**config.mk**
```make
export PLATFORM = sky130hd
export DESIGN_NAME = videoTop
export DESIGN_NICKNAME = d
export VERILOG_FILES = /design/src/hw/videoPkg.sv /design/src/hw/videoTimingRegs.sv /design/src/hw/videoSyncGen.sv /design/src/hw/videoPatternGen.sv /design/src/hw/videoOutAlign.sv /design/src/hw/videoTop.sv
export SDC_FILE = /design/constraint.sdc
export NUM_CORES = 1
export LEC_CHECK = 0
export ABC_AREA = 1
export BUFFER_PORTS_ARGS = -buffer_cell sky130_fd_sc_hd__buf_2
export CORE_ASPECT_RATIO = 1.5
export CORE_MARGIN = 2
export CORE_UTILIZATION = 60
export DETAILED_ROUTE_END_ITERATION = 6
export HOLD_SLACK_MARGIN = 0.06
export PLACE_DENSITY = 0.85
export SLEW_MARGIN = 25
export SYNTH_ARGS = -nofsm -noshare
export SYNTH_HDL_FRONTEND = slang
export SYNTH_HIERARCHICAL = 1
export SYNTH_SLANG_ARGS = --single-unit
export TNS_END_PERCENT = 5
```
**constraint.sdc**
```tcl
create_clock -name iVideoClk -period 4.94 [get_ports iVideoClk]
set_input_delay 0.247 -clock iVideoClk [delete_from_list [all_inputs] [get_ports iVideoClk]]
set_output_delay 0.247 -clock iVideoClk [all_outputs]
set_load 0.02 [all_outputs]
```
**src/hw/videoPkg.sv**
```systemverilog
// pixel and colour types, pattern codes, timing-load states, bar colours, pipeline latency
package videoPkg;

    // --------------------------------------
    // pixel types
    // --------------------------------------
    typedef logic [7:0]  colorT;    // one channel
    typedef logic [23:0] pixelT;    // red in top byte, then green, then blue

    // --------------------------------------
    // pattern select codes
    // --------------------------------------
    typedef logic [1:0] patSelT;

    localparam patSelT PAT_SOLID    = 2'd0;
    localparam patSelT PAT_BARS     = 2'd1;
    localparam patSelT PAT_GRADIENT = 2'd2;
    localparam patSelT PAT_CHECKER  = 2'd3;

    // timing register load sequence
    typedef enum logic [1:0] {
        LOAD_WAIT_FIRST,    // no valid timing yet, generator held
        LOAD_RUN,           // live set in use
        LOAD_PENDING        // shadow newer than live, wait for frame end
    } loadStateT;

    // reset and fixed colours
    localparam pixelT PIXEL_BLACK = 24'h000000;
    localparam pixelT PIXEL_WHITE = 24'hffffff;

    // classic eight bars, left to right
    localparam pixelT BAR_COLORS [8] = '{
        24'hffffff,     // white
        24'hffff00,     // yellow
        24'h00ffff,     // cyan
        24'h00ff00,     // green
        24'hff00ff,     // magenta
        24'hff0000,     // red
        24'h0000ff,     // blue
        24'h000000      // black
    };

    localparam int PIPE_LATENCY = 2;    // pattern pipeline depth in clocks

endpackage

```
**src/hw/videoTimingRegs.sv**
```systemverilog
// shadow and live display timing registers with frame-end transfer and generator hold
`timescale 1ns/1ps

module videoTimingRegs
    import videoPkg::*;
#(
    parameter int pHdisplayWidth = 11,
    parameter int pVdisplayWidth = 11
)(
    input  logic                      iVideoClk,
    input  logic                      rst,
    input  logic                      iTimingWe,     // one-cycle write strobe
    input  logic [pHdisplayWidth-1:0] iHdisplay,
    input  logic [pVdisplayWidth-1:0] iVdisplay,
    input  logic [pHdisplayWidth:0]   iHSyncStart,
    input  logic [pHdisplayWidth:0]   iHSyncEnd,
    input  logic [pHdisplayWidth:0]   iHSyncMax,
    input  logic [pVdisplayWidth:0]   iVSyncStart,
    input  logic [pVdisplayWidth:0]   iVSyncEnd,
    input  logic [pVdisplayWidth:0]   iVSyncMax,
    input  logic                      fe,            // frame end from sync gen
    output logic [pHdisplayWidth-1:0] hdisplay,
    output logic [pVdisplayWidth-1:0] vdisplay,
    output logic [pHdisplayWidth:0]   hSyncStart,
    output logic [pHdisplayWidth:0]   hSyncEnd,
    output logic [pHdisplayWidth:0]   hSyncMax,
    output logic [pVdisplayWidth:0]   vSyncStart,
    output logic [pVdisplayWidth:0]   vSyncEnd,
    output logic [pVdisplayWidth:0]   vSyncMax,
    output logic                      genHold        // counter reset for sync gen
);

    // --------------------------------------
    // shadow set
    // --------------------------------------
    logic [pHdisplayWidth-1:0] shadowHdisplay;
    logic [pVdisplayWidth-1:0] shadowVdisplay;
    logic [pHdisplayWidth:0]   shadowHSyncStart;
    logic [pHdisplayWidth:0]   shadowHSyncEnd;
    logic [pHdisplayWidth:0]   shadowHSyncMax;
    logic [pVdisplayWidth:0]   shadowVSyncStart;
    logic [pVdisplayWidth:0]   shadowVSyncEnd;
    logic [pVdisplayWidth:0]   shadowVSyncMax;

    loadStateT loadState;
    logic      copyLive;    // shadow to live on the next edge

    always_ff @(posedge iVideoClk)
    begin
        if (iTimingWe)      // a later write just overwrites
        begin
            shadowHdisplay   <= iHdisplay;
            shadowVdisplay   <= iVdisplay;
            shadowHSyncStart <= iHSyncStart;
            shadowHSyncEnd   <= iHSyncEnd;
            shadowHSyncMax   <= iHSyncMax;
            shadowVSyncStart <= iVSyncStart;
            shadowVSyncEnd   <= iVSyncEnd;
            shadowVSyncMax   <= iVSyncMax;
        end
    end

    // --------------------------------------
    // load FSM
    // --------------------------------------
    always_ff @(posedge iVideoClk)
    begin
        if (rst)
        begin
            loadState <= LOAD_WAIT_FIRST;
            copyLive  <= 1'b0;
        end
        else
        begin
            copyLive <= 1'b0;
            case (loadState)
                LOAD_WAIT_FIRST:
                begin
                    if (iTimingWe)      // first config goes live at once
                    begin
                        loadState <= LOAD_RUN;
                        copyLive  <= 1'b1;
                    end
                end
                LOAD_RUN:
                begin
                    if (iTimingWe)
                        loadState <= LOAD_PENDING;
                end
                LOAD_PENDING:
                begin
                    if (fe)             // frame boundary, no torn frame
                    begin
                        loadState <= LOAD_RUN;
                        copyLive  <= 1'b1;
                    end
                end
                default:
                    loadState <= LOAD_WAIT_FIRST;
            endcase
        end
    end

    // live set, valid once genHold drops
    always_ff @(posedge iVideoClk)
    begin
        if (copyLive)
        begin
            hdisplay   <= shadowHdisplay;
            vdisplay   <= shadowVdisplay;
            hSyncStart <= shadowHSyncStart;
            hSyncEnd   <= shadowHSyncEnd;
            hSyncMax   <= shadowHSyncMax;
            vSyncStart <= shadowVSyncStart;
            vSyncEnd   <= shadowVSyncEnd;
            vSyncMax   <= shadowVSyncMax;
        end
    end

    // release one cycle after the first copy, never set again
    always_ff @(posedge iVideoClk)
    begin
        if (rst)
            genHold <= 1'b1;
        else if (loadState != LOAD_WAIT_FIRST && !copyLive)
            genHold <= 1'b0;
    end

endmodule

```
**src/hw/videoSyncGen.sv**
```systemverilog
// horizontal and vertical counters, sync, data enable and frame-end generation
`timescale 1ns/1ps

module videoSyncGen #(
    parameter int pHdisplayWidth = 11,
    parameter int pVdisplayWidth = 11
)(
    input  logic                      iVideoClk,
    input  logic                      rst,
    input  logic                      genHold,       // held until timing is live
    input  logic [pHdisplayWidth-1:0] hdisplay,
    input  logic [pVdisplayWidth-1:0] vdisplay,
    input  logic [pHdisplayWidth:0]   hSyncStart,
    input  logic [pHdisplayWidth:0]   hSyncEnd,
    input  logic [pHdisplayWidth:0]   hSyncMax,
    input  logic [pVdisplayWidth:0]   vSyncStart,
    input  logic [pVdisplayWidth:0]   vSyncEnd,
    input  logic [pVdisplayWidth:0]   vSyncMax,
    output logic                      hSync,         // active low
    output logic                      vSync,         // active low
    output logic                      vde,           // video data enable
    output logic                      fe             // frame end pulse
);

    logic cntRst;
    assign cntRst = rst | genHold;

    // --------------------------------------
    // horizontal counter
    // --------------------------------------
    logic [pHdisplayWidth:0] hpos;
    logic                    hWrap;
    logic                    hSyncArea;

    // wrap at or past max so a shrinking max cannot run away
    assign hWrap     = (hpos >= hSyncMax);
    assign hSyncArea = (hSyncStart <= hpos) && (hpos <= hSyncEnd);

    always_ff @(posedge iVideoClk)
    begin
        if (cntRst)
            hpos <= '0;
        else if (hWrap)
            hpos <= '0;
        else
            hpos <= hpos + 1'b1;
    end

    // --------------------------------------
    // vertical counter
    // --------------------------------------
    logic [pVdisplayWidth:0] vpos;
    logic                    vWrap;
    logic                    vSyncArea;

    assign vWrap     = (vpos >= vSyncMax);
    assign vSyncArea = (vSyncStart <= vpos) && (vpos <= vSyncEnd);

    always_ff @(posedge iVideoClk)
    begin
        if (cntRst)
            vpos <= '0;
        else if (hWrap)     // one step per line
        begin
            if (vWrap)
                vpos <= '0;
            else
                vpos <= vpos + 1'b1;
        end
    end

    // --------------------------------------
    // enable and frame end decode
    // --------------------------------------
    logic vdeNext;
    logic feNext;

    assign vdeNext = (hpos < {1'b0, hdisplay}) && (vpos < {1'b0, vdisplay});
    assign feNext  = (hpos == {1'b0, hdisplay}) && (vpos == {1'b0, vdisplay});

    // all outputs one cycle behind the counters
    always_ff @(posedge iVideoClk)
    begin
        if (cntRst)
        begin
            hSync <= 1'b1;
            vSync <= 1'b1;
            vde   <= 1'b0;
            fe    <= 1'b0;
        end
        else
        begin
            hSync <= ~hSyncArea;
            vSync <= ~vSyncArea;
            vde   <= vdeNext;
            fe    <= feNext;
        end
    end

endmodule

```
**src/hw/videoPatternGen.sv**
```systemverilog
// two-stage test pattern pipeline with solid, colour bar, gradient and checker pixels
`timescale 1ns/1ps

module videoPatternGen
    import videoPkg::*;
#(
    parameter int pHdisplayWidth = 11,
    parameter int pVdisplayWidth = 11,
    parameter int pBarShift      = 4     // log2 of bar width in pixels
)(
    input  logic   iVideoClk,
    input  logic   rst,
    input  logic   vde,
    input  logic   fe,
    input  patSelT iPattern,             // static level
    input  pixelT  iSolidColor,          // static level
    output pixelT  pixel                 // valid two clocks after vde
);

    // --------------------------------------
    // stage one coordinates
    // --------------------------------------
    logic [pHdisplayWidth-1:0] xCnt;     // x of the current enabled cycle
    logic [pVdisplayWidth-1:0] yCnt;
    logic                      vdePrev;

    always_ff @(posedge iVideoClk)
    begin
        if (rst)
        begin
            xCnt    <= '0;
            yCnt    <= '0;
            vdePrev <= 1'b0;
        end
        else
        begin
            vdePrev <= vde;
            if (vde)
                xCnt <= xCnt + 1'b1;
            else
                xCnt <= '0;     // cleared across blanking
            if (fe)
                yCnt <= '0;
            else if (vdePrev && !vde)   // end of an active line
                yCnt <= yCnt + 1'b1;
        end
    end

    logic [pHdisplayWidth-1:0] xS1;
    logic [pVdisplayWidth-1:0] yS1;
    patSelT                    patS1;
    pixelT                     solidS1;

    // sampled per pixel so a select change lands cleanly
    always_ff @(posedge iVideoClk)
    begin
        xS1     <= xCnt;
        yS1     <= yCnt;
        patS1   <= iPattern;
        solidS1 <= iSolidColor;
    end

    // --------------------------------------
    // stage two pixel select
    // --------------------------------------
    colorT      gradRed;
    colorT      gradGreen;
    colorT      gradBlue;
    logic [2:0] barIdx;
    pixelT      pixelNext;

    assign gradRed   = xS1[7:0];
    assign gradGreen = yS1[7:0];
    assign gradBlue  = gradRed ^ gradGreen;
    assign barIdx    = xS1[pBarShift+2:pBarShift];

    always_comb
    begin
        case (patS1)
            PAT_SOLID:
                pixelNext = solidS1;
            PAT_BARS:
                pixelNext = BAR_COLORS[barIdx];
            PAT_GRADIENT:
                pixelNext = {gradRed, gradGreen, gradBlue};
            PAT_CHECKER:                // 8x8 squares
                pixelNext = (xS1[3] ^ yS1[3]) ? PIXEL_WHITE : PIXEL_BLACK;
            default:
                pixelNext = PIXEL_BLACK;
        endcase
    end

    always_ff @(posedge iVideoClk)
    begin
        pixel <= pixelNext;             // blanked downstream
    end

endmodule

```
**src/hw/videoOutAlign.sv**
```systemverilog
// strobe delay line matched to the pattern pipeline and pixel blanking
`timescale 1ns/1ps

module videoOutAlign
    import videoPkg::*;
(
    input  logic  iVideoClk,
    input  logic  rst,
    input  logic  hSync,
    input  logic  vSync,
    input  logic  vde,
    input  logic  fe,
    input  pixelT pixel,
    output logic  oHSync,
    output logic  oVSync,
    output logic  oVde,
    output logic  oFe,
    output pixelT oPixel
);

    // {hSync, vSync, vde, fe} with syncs idle high
    localparam logic [3:0] IDLE_STROBES = 4'b1100;

    // --------------------------------------
    // strobe shift line
    // --------------------------------------
    logic [3:0] strobeLine [PIPE_LATENCY];

    always_ff @(posedge iVideoClk)
    begin
        if (rst)
        begin
            for (int i = 0; i < PIPE_LATENCY; i++)
                strobeLine[i] <= IDLE_STROBES;
        end
        else
        begin
            strobeLine[0] <= {hSync, vSync, vde, fe};
            for (int i = 1; i < PIPE_LATENCY; i++)
                strobeLine[i] <= strobeLine[i-1];
        end
    end

    assign {oHSync, oVSync, oVde, oFe} = strobeLine[PIPE_LATENCY-1];

    // black outside the active area
    assign oPixel = oVde ? pixel : PIXEL_BLACK;

endmodule

```
**src/hw/videoTop.sv**
```systemverilog
// video timing and test pattern source top level, four blocks wired in a chain
`timescale 1ns/1ps

module videoTop
    import videoPkg::*;
#(
    parameter int pHdisplayWidth = 11,
    parameter int pVdisplayWidth = 11,
    parameter int pBarShift      = 4
)(
    input  logic                      iVideoClk,
    input  logic                      rst,
    input  logic                      iTimingWe,
    input  logic [pHdisplayWidth-1:0] iHdisplay,
    input  logic [pVdisplayWidth-1:0] iVdisplay,
    input  logic [pHdisplayWidth:0]   iHSyncStart,
    input  logic [pHdisplayWidth:0]   iHSyncEnd,
    input  logic [pHdisplayWidth:0]   iHSyncMax,
    input  logic [pVdisplayWidth:0]   iVSyncStart,
    input  logic [pVdisplayWidth:0]   iVSyncEnd,
    input  logic [pVdisplayWidth:0]   iVSyncMax,
    input  patSelT                    iPattern,
    input  pixelT                     iSolidColor,
    output logic                      oHSync,
    output logic                      oVSync,
    output logic                      oVde,
    output logic                      oFe,
    output pixelT                     oPixel
);

    // --------------------------------------
    // live timing and generator strobes
    // --------------------------------------
    logic [pHdisplayWidth-1:0] hdisplay;
    logic [pVdisplayWidth-1:0] vdisplay;
    logic [pHdisplayWidth:0]   hSyncStart, hSyncEnd, hSyncMax;
    logic [pVdisplayWidth:0]   vSyncStart, vSyncEnd, vSyncMax;
    logic                      genHold;
    logic                      hSync, vSync, vde, fe;
    pixelT                     pixel;   // pattern output, not yet blanked

    videoTimingRegs #(
        .pHdisplayWidth (pHdisplayWidth),
        .pVdisplayWidth (pVdisplayWidth)
    ) timingRegs_i (
        .iVideoClk (iVideoClk),     .rst (rst),                 .iTimingWe (iTimingWe),
        .iHdisplay (iHdisplay),     .iVdisplay (iVdisplay),
        .iHSyncStart (iHSyncStart), .iHSyncEnd (iHSyncEnd),     .iHSyncMax (iHSyncMax),
        .iVSyncStart (iVSyncStart), .iVSyncEnd (iVSyncEnd),     .iVSyncMax (iVSyncMax),
        .fe (fe),                   .hdisplay (hdisplay),       .vdisplay (vdisplay),
        .hSyncStart (hSyncStart),   .hSyncEnd (hSyncEnd),       .hSyncMax (hSyncMax),
        .vSyncStart (vSyncStart),   .vSyncEnd (vSyncEnd),       .vSyncMax (vSyncMax),
        .genHold (genHold)
    );

    videoSyncGen #(
        .pHdisplayWidth (pHdisplayWidth),
        .pVdisplayWidth (pVdisplayWidth)
    ) syncGen_i (
        .iVideoClk (iVideoClk),     .rst (rst),                 .genHold (genHold),
        .hdisplay (hdisplay),       .vdisplay (vdisplay),
        .hSyncStart (hSyncStart),   .hSyncEnd (hSyncEnd),       .hSyncMax (hSyncMax),
        .vSyncStart (vSyncStart),   .vSyncEnd (vSyncEnd),       .vSyncMax (vSyncMax),
        .hSync (hSync),             .vSync (vSync),             .vde (vde),
        .fe (fe)
    );

    videoPatternGen #(
        .pHdisplayWidth (pHdisplayWidth),
        .pVdisplayWidth (pVdisplayWidth),
        .pBarShift      (pBarShift)
    ) patternGen_i (
        .iVideoClk (iVideoClk),     .rst (rst),                 .vde (vde),
        .fe (fe),                   .iPattern (iPattern),       .iSolidColor (iSolidColor),
        .pixel (pixel)
    );

    // strobes delayed to meet the pixel
    videoOutAlign outAlign_i (
        .iVideoClk (iVideoClk),     .rst (rst),
        .hSync (hSync),             .vSync (vSync),             .vde (vde),
        .fe (fe),                   .pixel (pixel),
        .oHSync (oHSync),           .oVSync (oVSync),           .oVde (oVde),
        .oFe (oFe),                 .oPixel (oPixel)
    );

endmodule

```
==> After elaboration in Yosys (flattened, before gate mapping) <==
Memory sizes are Yosys's and may differ from the RTL's.
Index checks and enable logic that the tools add are counted.
{ "word_totals": {"n_memories": 2, "regBits": 309, "ram_bits": 8, "out_inout_bits": 28, "input_bits": 123, "wordCells": 100, "rom_bits": 192} }
{ "classes": {"n_reduce_logical": 15, "add_sub_neg": 4, "n_bitwise": 9, "n_eq_ne": 10, "order_cmp": 9, "mux": 18} }
{ "memory_table": {"columns": ["memory", "depth", "width", "read_ports", "rd_clocked_by_memory_dff", "write_ports", "line", "text"], "rows": [
  ["(no name shown)", 8, 24, 1, 0, 0, "videoPatternGen.sv:83", "pixelNext = BAR_COLORS[barIdx];"],
  ["outAlign_i.strobeLine", 2, 4, 2, 0, 2, "videoOutAlign.sv:27", "logic [3:0] strobeLine [PIPE_LATENCY];"]
]} }
{ "op_table": {"columns": ["cell", "count"], "rows": [
  ["24-bit two-way mux", 4],
  ["24-bit case mux with 4 select lines", 1],
  ["12-bit less-or-equal comparator", 4],
  ["12-bit by 1-bit adder with 12-bit output, second input constant", 2],
  ["12-bit by 11-bit equality test with 1-bit output", 2],
  ["12-bit greater-or-equal comparator", 2],
  ["12-bit by 11-bit less-than comparator with 1-bit output", 2],
  ["11-bit by 1-bit adder with 11-bit output, second input constant", 2],
  ["12-bit two-way mux", 1],
  ["4-bit two-way mux", 2],
  ["8-bit XOR", 1],
  ["2-bit equality test, second input constant", 3],
  ["1-bit logical AND", 6],
  ["2-bit two-way mux", 3],
  ["2-bit case mux with 3 select lines", 1],
  ["2-bit OR reduction", 3],
  ["1-bit two-way mux", 5],
  ["2-bit by 1-bit equality test with 1-bit output, second input constant", 2],
  ["4-bit greater-or-equal comparator, second input constant", 1],
  ["2-bit zero test", 2],
  ["2-bit != test, second input constant", 2],
  ["3-bit NOT with 4-bit output", 1],
  ["1-bit NOT", 3],
  ["1-bit bitwise OR", 3],
  ["6 further kinds", 7]
]} }

==> Longest topological paths before layout <==
Gate-level depths: netlist of run 1.
{ "logic_depth": {"depth_word": 5, "mapped_depth": 13, "depth_no_buf": 13} }

==> Modules after synthesis <==
Netlist of run 1, hierarchy kept.
{ "modules_own_cells": {"columns": ["module", "cells_each", "instances", "area_each_um2", "seq_area_each_um2"], "rows": [
  ["videoTimingRegs", 211, 1, 5814.3, 5725.5],
  ["videoSyncGen", 539, 1, 3614.7, 560.5],
  ["videoPatternGen", 266, 1, 2526.2, 1661.6],
  ["videoOutAlign", 75, 1, 426.7, 160.2]
]} }

==> Least setup slack after synthesis of run 1 <==
No wires, ideal clock.
{ "synth_path": {"path_type": "flip-flop to flip-flop", "from": "register timingRegs_i.copyLive", "to": "register timingRegs_i.hSyncEnd[0] (enable)", "stages_incl_launch_ff": 1, "synth_period_minus_slack_ns": 2.805, "setup_slack_ns": 2.135, "path_buffers": 0, "t_required_ns": 4.479, "t_arrival_ns": 2.344, "path_cell_list": "dfxtp_1"} }
{ "synth_lines": {"columns": ["item", "line", "text"], "rows": [
  ["start: declaration", "videoTimingRegs.sv:46", "logic copyLive;"],
  ["start signal: assignment", "videoTimingRegs.sv:71", "copyLive <= 1'b0;"],
  ["start signal: assignment", "videoTimingRegs.sv:75", "copyLive <= 1'b0;"],
  ["start signal: assignment", "videoTimingRegs.sv:82", "copyLive <= 1'b1;"],
  ["end signal: assignment", "videoTimingRegs.sv:112", "hSyncEnd <= shadowHSyncEnd;"],
  ["end: declaration", "videoTimingRegs.sv:25", "output logic [pHdisplayWidth:0] hSyncEnd,"]
]} }
No word-level cell between the ends.

==> Worst setup path after layout of run 1 <==
{ "layout_path": {"from": "register syncGen_i.hpos[7]", "to": "register syncGen_i.vpos[7]"} }
{ "layout_via": {"elab_chain_len": 1} }
{ "layout_lines": {"columns": ["item", "line", "text"], "rows": [
  ["start: declaration", "videoSyncGen.sv:31", "logic [pHdisplayWidth:0] hpos;"],
  ["start signal: assignment", "videoSyncGen.sv:46", "hpos <= hpos + 1'b1;"],
  ["12-bit greater-or-equal comparator", "videoSyncGen.sv:36", "assign hWrap = (hpos >= hSyncMax);"],
  ["end signal: assignment", "videoSyncGen.sv:68", "vpos <= vpos + 1'b1;"],
  ["end: declaration", "videoSyncGen.sv:52", "logic [pVdisplayWidth:0] vpos;"]
]} }
Every way passes these cells.
A chain may end at the register's enable or synchronous reset.

==> metrics.md, run 1 <==
| Metric | Value |
|---|---|
| Status | `finished, final reports clean` |
| Placer Congestion | `0.879` |
| Worst setup SP type | `flop` |
| Max Clk Rate | `490 MHz` |
| FF-to-FF setup slack | `2.90 ns` |
| Max Cap Viol | `0` |
| First-pass GRT wire length | `42700 um` |
| PortBufs | `150` |
| Final hold violations | `0` |
| CTS Buf Count | `28` |
| Avg Vias per Cell | `5.22` |
| Die width | `121 um` |
| Router iterations before antenna repair | `5` |
| Met2 wire len | `15200 um` |
| Critical path peak fanout | `16` |
| Root buffer cell | `clkbuf_16` |
| # setup viols final | `0` |
| Die Height | `180 um` |
| I/O Pins | `151` |
| Biggest area consumer among synthesized cells | `edfxtp_1` |
| Critical path's largest stage delay | `0.48 ns` |
| Crit-path most repeated cell | `nand2_1` |
| Worst setup margin | `2.90 ns` |
| Max-slew violation count | `0` |
| Largest net degree at the start of global routing | `63` |
| DR top layer | `met4` |
| Power, Total | `5650 uW` |
| Clock Path Buffers | `3` |
| Clock tree sinks | `311` |
| DIE AREA | `21800 um2` |
| Critical path type | `reg2reg` |
| Core Area | `20300 um2` |
| CP arrival | `2.51 ns` |
| DRC | `0` |
| Final wirelength | `27200 um` |
| Layout cells sized above 1 | `0.161` |
| Flops & latches, synth | `311` |
| Top cells by area, synth | `edfxtp_1 (46%), dfxtp_1 (20%), ha_1 (9.9%)` |
| H-tree Lvls | `1` |
| Crit. End Element | `flop` |
| Highest ir drop seen on vdd | `0.000335 V` |
| DP Worst Slack | `2.99 ns` |
| Cell Chain, Critical Path | `ha_1 > nand2_1 > nand2_1 > nand2_1 > nand3_1 > nor2_4 > nand3_4 > nand2_2 > nand2_1 > nor2_1` |
| Leak | `0.00699 uW` |
| Clock skew | `0.0125 ns` |
| Final period utilization | `0.413` |
| Commonest cells post-synth | `nand2_1 (209), edfxtp_1 (188), inv_1 (178), dfxtp_1 (123), ha_1 (98)` |
| Post-layout util | `0.768` |
| GRT Util Overall | `0.249` |
| PostCTS Resize Cnt | `0` |
| Main synth FF type | `edfxtp_1` |
| Post-Syn Area | `12400 um2` |
| Initial antenna violation count | `0` |
| Synthesized area per cell | `11.3 um2` |
| CTS tree | `built` |
| CTS Hold Bufs | `121` |
| Vias in the first global route | `8984` |
| Clock latency on the worst-skew pair | `0.54 ns` |
| Antenna Nets Post-Route | `0` |
| RSZ-0062 raised after global routing | `false` |
| GRT Residual Overflow | `0` |
| Placed cell count | `1496` |
| Mapped Nets | `1312` |
| Pwr dens | `362 nW/um2` |
| Warnings from Yosys | `6` |
| # nets final | `1604` |
| Fin crit period | `2.04 ns` |
| Yosys top cell area share | `0.456` |
| M1 WL | `9610 um` |
| Hold Crit Class | `in2reg` |
| Cells after synthesis | `1091` |
| Max stage delay cell, worst path | `dfxtp_1` |
| Routed len/inst | `16.3 um` |
| Num rows | `64` |
| Clk pin slew, worst setup/hold paths | `0.07 ns` |
| Detailed placement HPWL | `16600 um` |
| Netlist cell types | `34` |
| Layout area overhead | `26.2%` |
| Worst slew margin | `0.364` |
| Initial Utilization | `0.609` |
| ANT cells | `0` |
| Count leader, synth | `nand2_1` |
| # Post-CTS Setup Buffers | `0` |
| Async SR Flop Fraction | `0` |
| Via total after detailed routing | `8715` |
| EDFF count, synth | `188` |
| DR iter-0 viols | `460` |
| Post-route non-filler standard cell count | `1669` |
| CP Data Required Time | `5.41 ns` |
| Fin Setup TNS | `0 ns` |
| Register area share after synthesis | `0.655` |
| Metal3 WL | `1270 um` |
| Slew @ Worst Pin | `0.951 ns` |
## cells in the final DEF, fill, tap and decap left out, drive strengths merged, types with 2 or more instances in the layout
cell type    count
or2              9
nor2            76
clkbuf          36
edfxtp         188
buf            152
nand3           42
a21oi           55
o21ai           20
bufinv           4
inv            181
nand2          214
dlygate4sd3    121
ha              98
dfxtp          123
xor2             7
nand3b           4
nor3b            2
nand4           44
nor3            12
clkinv          11
## through the flow
step / hold WS [ns] / area [um2]
5_1_grt: 0.192 / 15600
4_1_cts: 0.168 / 15600
3_3_place_gp: 0.350 / 13400
3_5_place_dp: 0.351 / 13400
2_1_floorplan: 0.275 / 12400
6_report: 0.184 / 15600
## cell type report
| class | count | area [um2] |
|---|---|---|
| multi-input combinational | 588 | 3510 |
| clock buffer | 36 | 803 |
| clock inverter | 16 | 198 |
| tap | 264 | 330 |
| timing repair buffer | 273 | 1990 |
| sequential | 311 | 8110 |
| fill | 1197 | 4710 |
| inverter | 181 | 679 |
## kinds of logic (layout without fill, tap and decap cells)
logic type      Yosys count  count (layout)  synth area share
simple gates            405             405             0.148
flops                   311             311             0.655
buf+inv                 192             506            0.0615
fa+ha+maj                98              98            0.0990
compound gates           78              78            0.0320
xor+xnor                  7               7           0.00495
## flip-flops by register name, indices dropped and copies added, names as in the netlist, 12 cells and up
name and flops:
timingRegs_i/shadowVSyncMax 12, patternGen_i/solidS1 24, timingRegs_i/vSyncMax 12, timingRegs_i/shadowHSyncEnd 12, timingRegs_i/shadowVSyncStart 12, timingRegs_i/vSyncStart 12, timingRegs_i/shadowVSyncEnd 12, timingRegs_i/shadowHSyncStart 12
timingRegs_i/hSyncMax 12, syncGen_i/hpos 12, timingRegs_i/shadowHSyncMax 12, syncGen_i/vpos 12, timingRegs_i/vSyncEnd 12, timingRegs_i/hSyncStart 12, timingRegs_i/hSyncEnd 12, patternGen_i/pixel 24
## layer usage
| layer | vias to the layer above | global-route usage |
|---|---|---|
| met1 | 4095 | 0.255 |
| met5 | - | 0 |
| li1 | 4231 | - |
| met4 | 0 | 0.0961 |
| met2 | 307 | 0.496 |
| met3 | 82 | 0.0320 |
## where the power goes
part | switching, uW | internal, uW | leakage, uW
Combinational | 175 | 165 | 0.00369
Sequential | 77.0 | 2930 | 0.00280
Clock | 940 | 1360 | 0.000491
## worst max-delay path: cells and delay by family (launching register included)
kind | cells | cell delay, ns
adder cells (fa/ha/maj) | 1 | 0.31
flip-flops | 1 | 0.48
AND/OR/NAND/NOR | 9 | 1.18
## final timing paths
path                                                       from                                          to  cells past startpoint
worst min register to register  patternGen_i/xCnt[7]$_SDFF_PP0_                 patternGen_i/xS1[7]$_DFF_P_                      0
worst max-delay path               syncGen_i/hpos[7]$_SDFF_PP0_              syncGen_i/vpos[7]$_SDFFE_PP0P_                     10
worst max register to register     syncGen_i/hpos[7]$_SDFF_PP0_              syncGen_i/vpos[7]$_SDFFE_PP0P_                     10
worst min-delay path                                  iTimingWe  timingRegs_i/shadowHSyncStart[4]$_DFFE_PP_                      1
Note: power is estimated with default switching activity, not from simulation.
==> run 2, diff against run 1 <==
--- a/config.mk
+++ b/config.mk
@@ -9,10 +9,10 @@
 export BUFFER_PORTS_ARGS = -buffer_cell sky130_fd_sc_hd__buf_2
 export CORE_ASPECT_RATIO = 1.5
 export CORE_MARGIN = 2
-export CORE_UTILIZATION = 60
+export CORE_UTILIZATION = 52
 export DETAILED_ROUTE_END_ITERATION = 6
 export HOLD_SLACK_MARGIN = 0.06
-export PLACE_DENSITY = 0.85
+export PLACE_DENSITY = 0.78
 export SLEW_MARGIN = 25
 export SYNTH_ARGS = -nofsm -noshare
 export SYNTH_HDL_FRONTEND = slang
==> constraint.sdc (replaced) <==
create_clock -name iVideoClk -period 1.7 [get_ports iVideoClk]
set_input_delay 0.085 -clock iVideoClk [delete_from_list [all_inputs] [get_ports iVideoClk]]
set_output_delay 0.085 -clock iVideoClk [all_outputs]
set_load 0.02 [all_outputs]
==> metrics.md, run 2 (synthesized netlist as in run 1, its figures left out) <==
| Metric | Value |
|---|---|
| Status | `finished with violations` |
| Violated checks | `negative setup slack` |
| PortBufs | `150` |
| Num rows | `69` |
| Die width | `130 um` |
| Max-slew violation count | `0` |
| Biggest regs | `patternGen_i/pixel (24), patternGen_i/solidS1 (24)` |
| DRC | `0` |
| CTS tree | `built` |
| Crit. End Element | `flop` |
| Max Cap Viol | `0` |
| Vias in the first global route | `8924` |
| Layout cells sized above 1 | `0.216` |
| Placement Cell Area | `13800 um2` |
| Clock skew | `0.0156 ns` |
| Initial antenna violation count | `0` |
| Hold Crit Class | `in2reg` |
| Met1 Usage GRT | `0.217` |
| # setup viols final | `7` |
| Via total after detailed routing | `8615` |
| Most frequent cells in the layout | `nand2_1 (201), edfxtp_1 (188), inv_1 (170)` |
| Detailed placement HPWL | `16300 um` |
| Root buffer cell | `clkbuf_16` |
| DR iter-0 viols | `429` |
| Placer Congestion | `0.885` |
| Post-Layout Inst Area | `16300 um2` |
| Worst setup margin | `-0.0571 ns` |
| Router iterations before antenna repair | `5` |
| I/O Pins | `151` |
| Final hold violations | `0` |
| Largest net degree at the start of global routing | `43` |
| GRT Residual Overflow | `0` |
| Max Clk Rate | `569 MHz` |
| Grt met2 use | `0.409` |
| # nets final | `1652` |
| Critical path type | `reg2reg` |
| GR Layer Usage met3 | `0.0248` |
| Layout area overhead | `31.8%` |
| Pwr dens | `1010 nW/um2` |
| Slew @ Worst Pin | `0.548 ns` |
| Core Area | `23600 um2` |
| Fin crit period | `1.76 ns` |
| First-pass GRT wire length | `40900 um` |
| Clock latency on the worst-skew pair | `0.55 ns` |
| Final wirelength | `25700 um` |
| CP Data Required Time | `2.18 ns` |
| Power, Total | `16500 uW` |
| CTS Buf Count | `28` |
| Most common cell after layout, fill and taps aside | `nand2_1` |
| Die Height | `193 um` |
| Leak | `0.00728 uW` |
| Clock tree sinks | `311` |
| Global routing's busiest layer | `met2` |
| Routed len/inst | `14.5 um` |
| GRT Util Overall | `0.208` |
| Clock Path Buffers | `3` |
| Antenna Nets Post-Route | `0` |
| Worst setup SP type | `flop` |
| ANT cells | `0` |
| DIE AREA | `25100 um2` |
| Worst slew margin | `0.634` |
| RSZ-0062 raised after global routing | `true` |
| Highest ir drop seen on vdd | `0.00107 V` |
| Initial Utilization | `0.525` |
| CP arrival | `2.24 ns` |
| H-tree Lvls | `1` |
| Avg Vias per Cell | `4.86` |
| Clk pin slew, worst setup/hold paths | `0.07 ns` |
| Final period utilization | `1.03` |
| Critical path peak fanout | `5` |
| Fin Setup TNS | `-0.145 ns` |
run 2: cell types whose count changed in the layout (fill, tap and decap cells not counted), sizes merged:
cell / previous run / this run
buf: 152 / 190
bufinv: 4 / 5
clkbuf: 36 / 34
clkinv: 11 / 8
dlygate4sd3: 121 / 129
inv: 181 / 184
nand2: 214 / 215
nand3: 42 / 43
run 2: critical path: stages (launching register included):
cell and delay [ns]:
edfxtp_1 0.38, inv_2 0.08, ha_4 0.20, nand2_4 0.07
nor2_2 0.05, nand2_1 0.07, nand3_2 0.08, nor2_4 0.23
nand3_4 0.18, nand2_4 0.15, nand2_2 0.06, nor2_2 0.12
run 2: path summary, 6_finish.rpt:
check | slack (ns) | end | cells after the start | from
worst min-delay path | 0.02 | syncGen_i/fe$_SDFF_PP0_ | 4 | rst
worst max register to register | -0.06 | syncGen_i/vpos[7]$_SDFFE_PP0P_ | 11 | timingRegs_i/hSyncMax[11]$_DFFE_PP_
worst max-delay path | -0.06 | syncGen_i/vpos[7]$_SDFFE_PP0P_ | 11 | timingRegs_i/hSyncMax[11]$_DFFE_PP_
worst min register to register | 0.36 | patternGen_i/yS1[7]$_DFF_P_ | 0 | patternGen_i/yCnt[7]$_SDFFE_PP0P_
run 2: routing by layer:
| metal | routed length (um) | vias up | share of wire |
|---|---|---|---|
| li1 | - | 4324 | - |
| met2 | 14000 | 239 | 0.55 |
| met5 | 0 | - | 0 |
| met1 | 9580 | 3986 | 0.37 |
| met4 | 998 | 0 | 0.039 |
| met3 | 1040 | 66 | 0.041 |
run 2: final cells by class:
cell class | count | area, um2
clock inverters | 17 | 214
inverters | 181 | 679
well taps | 319 | 399
flip-flops and latches | 311 | 8120
clock buffers | 34 | 774
fillers | 1606 | 7250
repair buffers | 319 | 2400
multi-input cells | 590 | 3730
run 2: what timing repair did:
action / in CTS / in global routing
endpoints found under the setup margin: 12 / 26
setup buffers: 0 / 1
hold endpoints to repair: 150 / 0
pin swaps: 16 / 12
hold buffers: 129 / 0
resized for setup: 25 / 32
cloned: 3 / 0
run 2: power by group:
| part | switching, uW | internal [uW] | total (uW) |
|---|---|---|---|
| Combinational | 540 | 541 | 1080 |
| Clock | 2760 | 3940 | 6700 |
| Sequential | 181 | 8510 | 8690 |
| Total | 3480 | 13000 | 16500 |
run 2: metrics by stage:
| stage | instances | hold slack, ns | utilization | setup slack, ns |
|---|---|---|---|---|
| 3_3_place_gp | 1587 | 0.188 | 0.585 | 0.0284 |
| 4_1_cts | 1770 | 0.0105 | 0.687 | -0.000170 |
| 2_1_floorplan | 1091 | 0.113 | - | 0.103 |
| 3_5_place_dp | 1587 | 0.189 | 0.585 | -0.0447 |
| 6_report | 1771 | 0.0238 | 0.692 | -0.0571 |
| 5_1_grt | 1771 | 0.0738 | 0.692 | -0.124 |
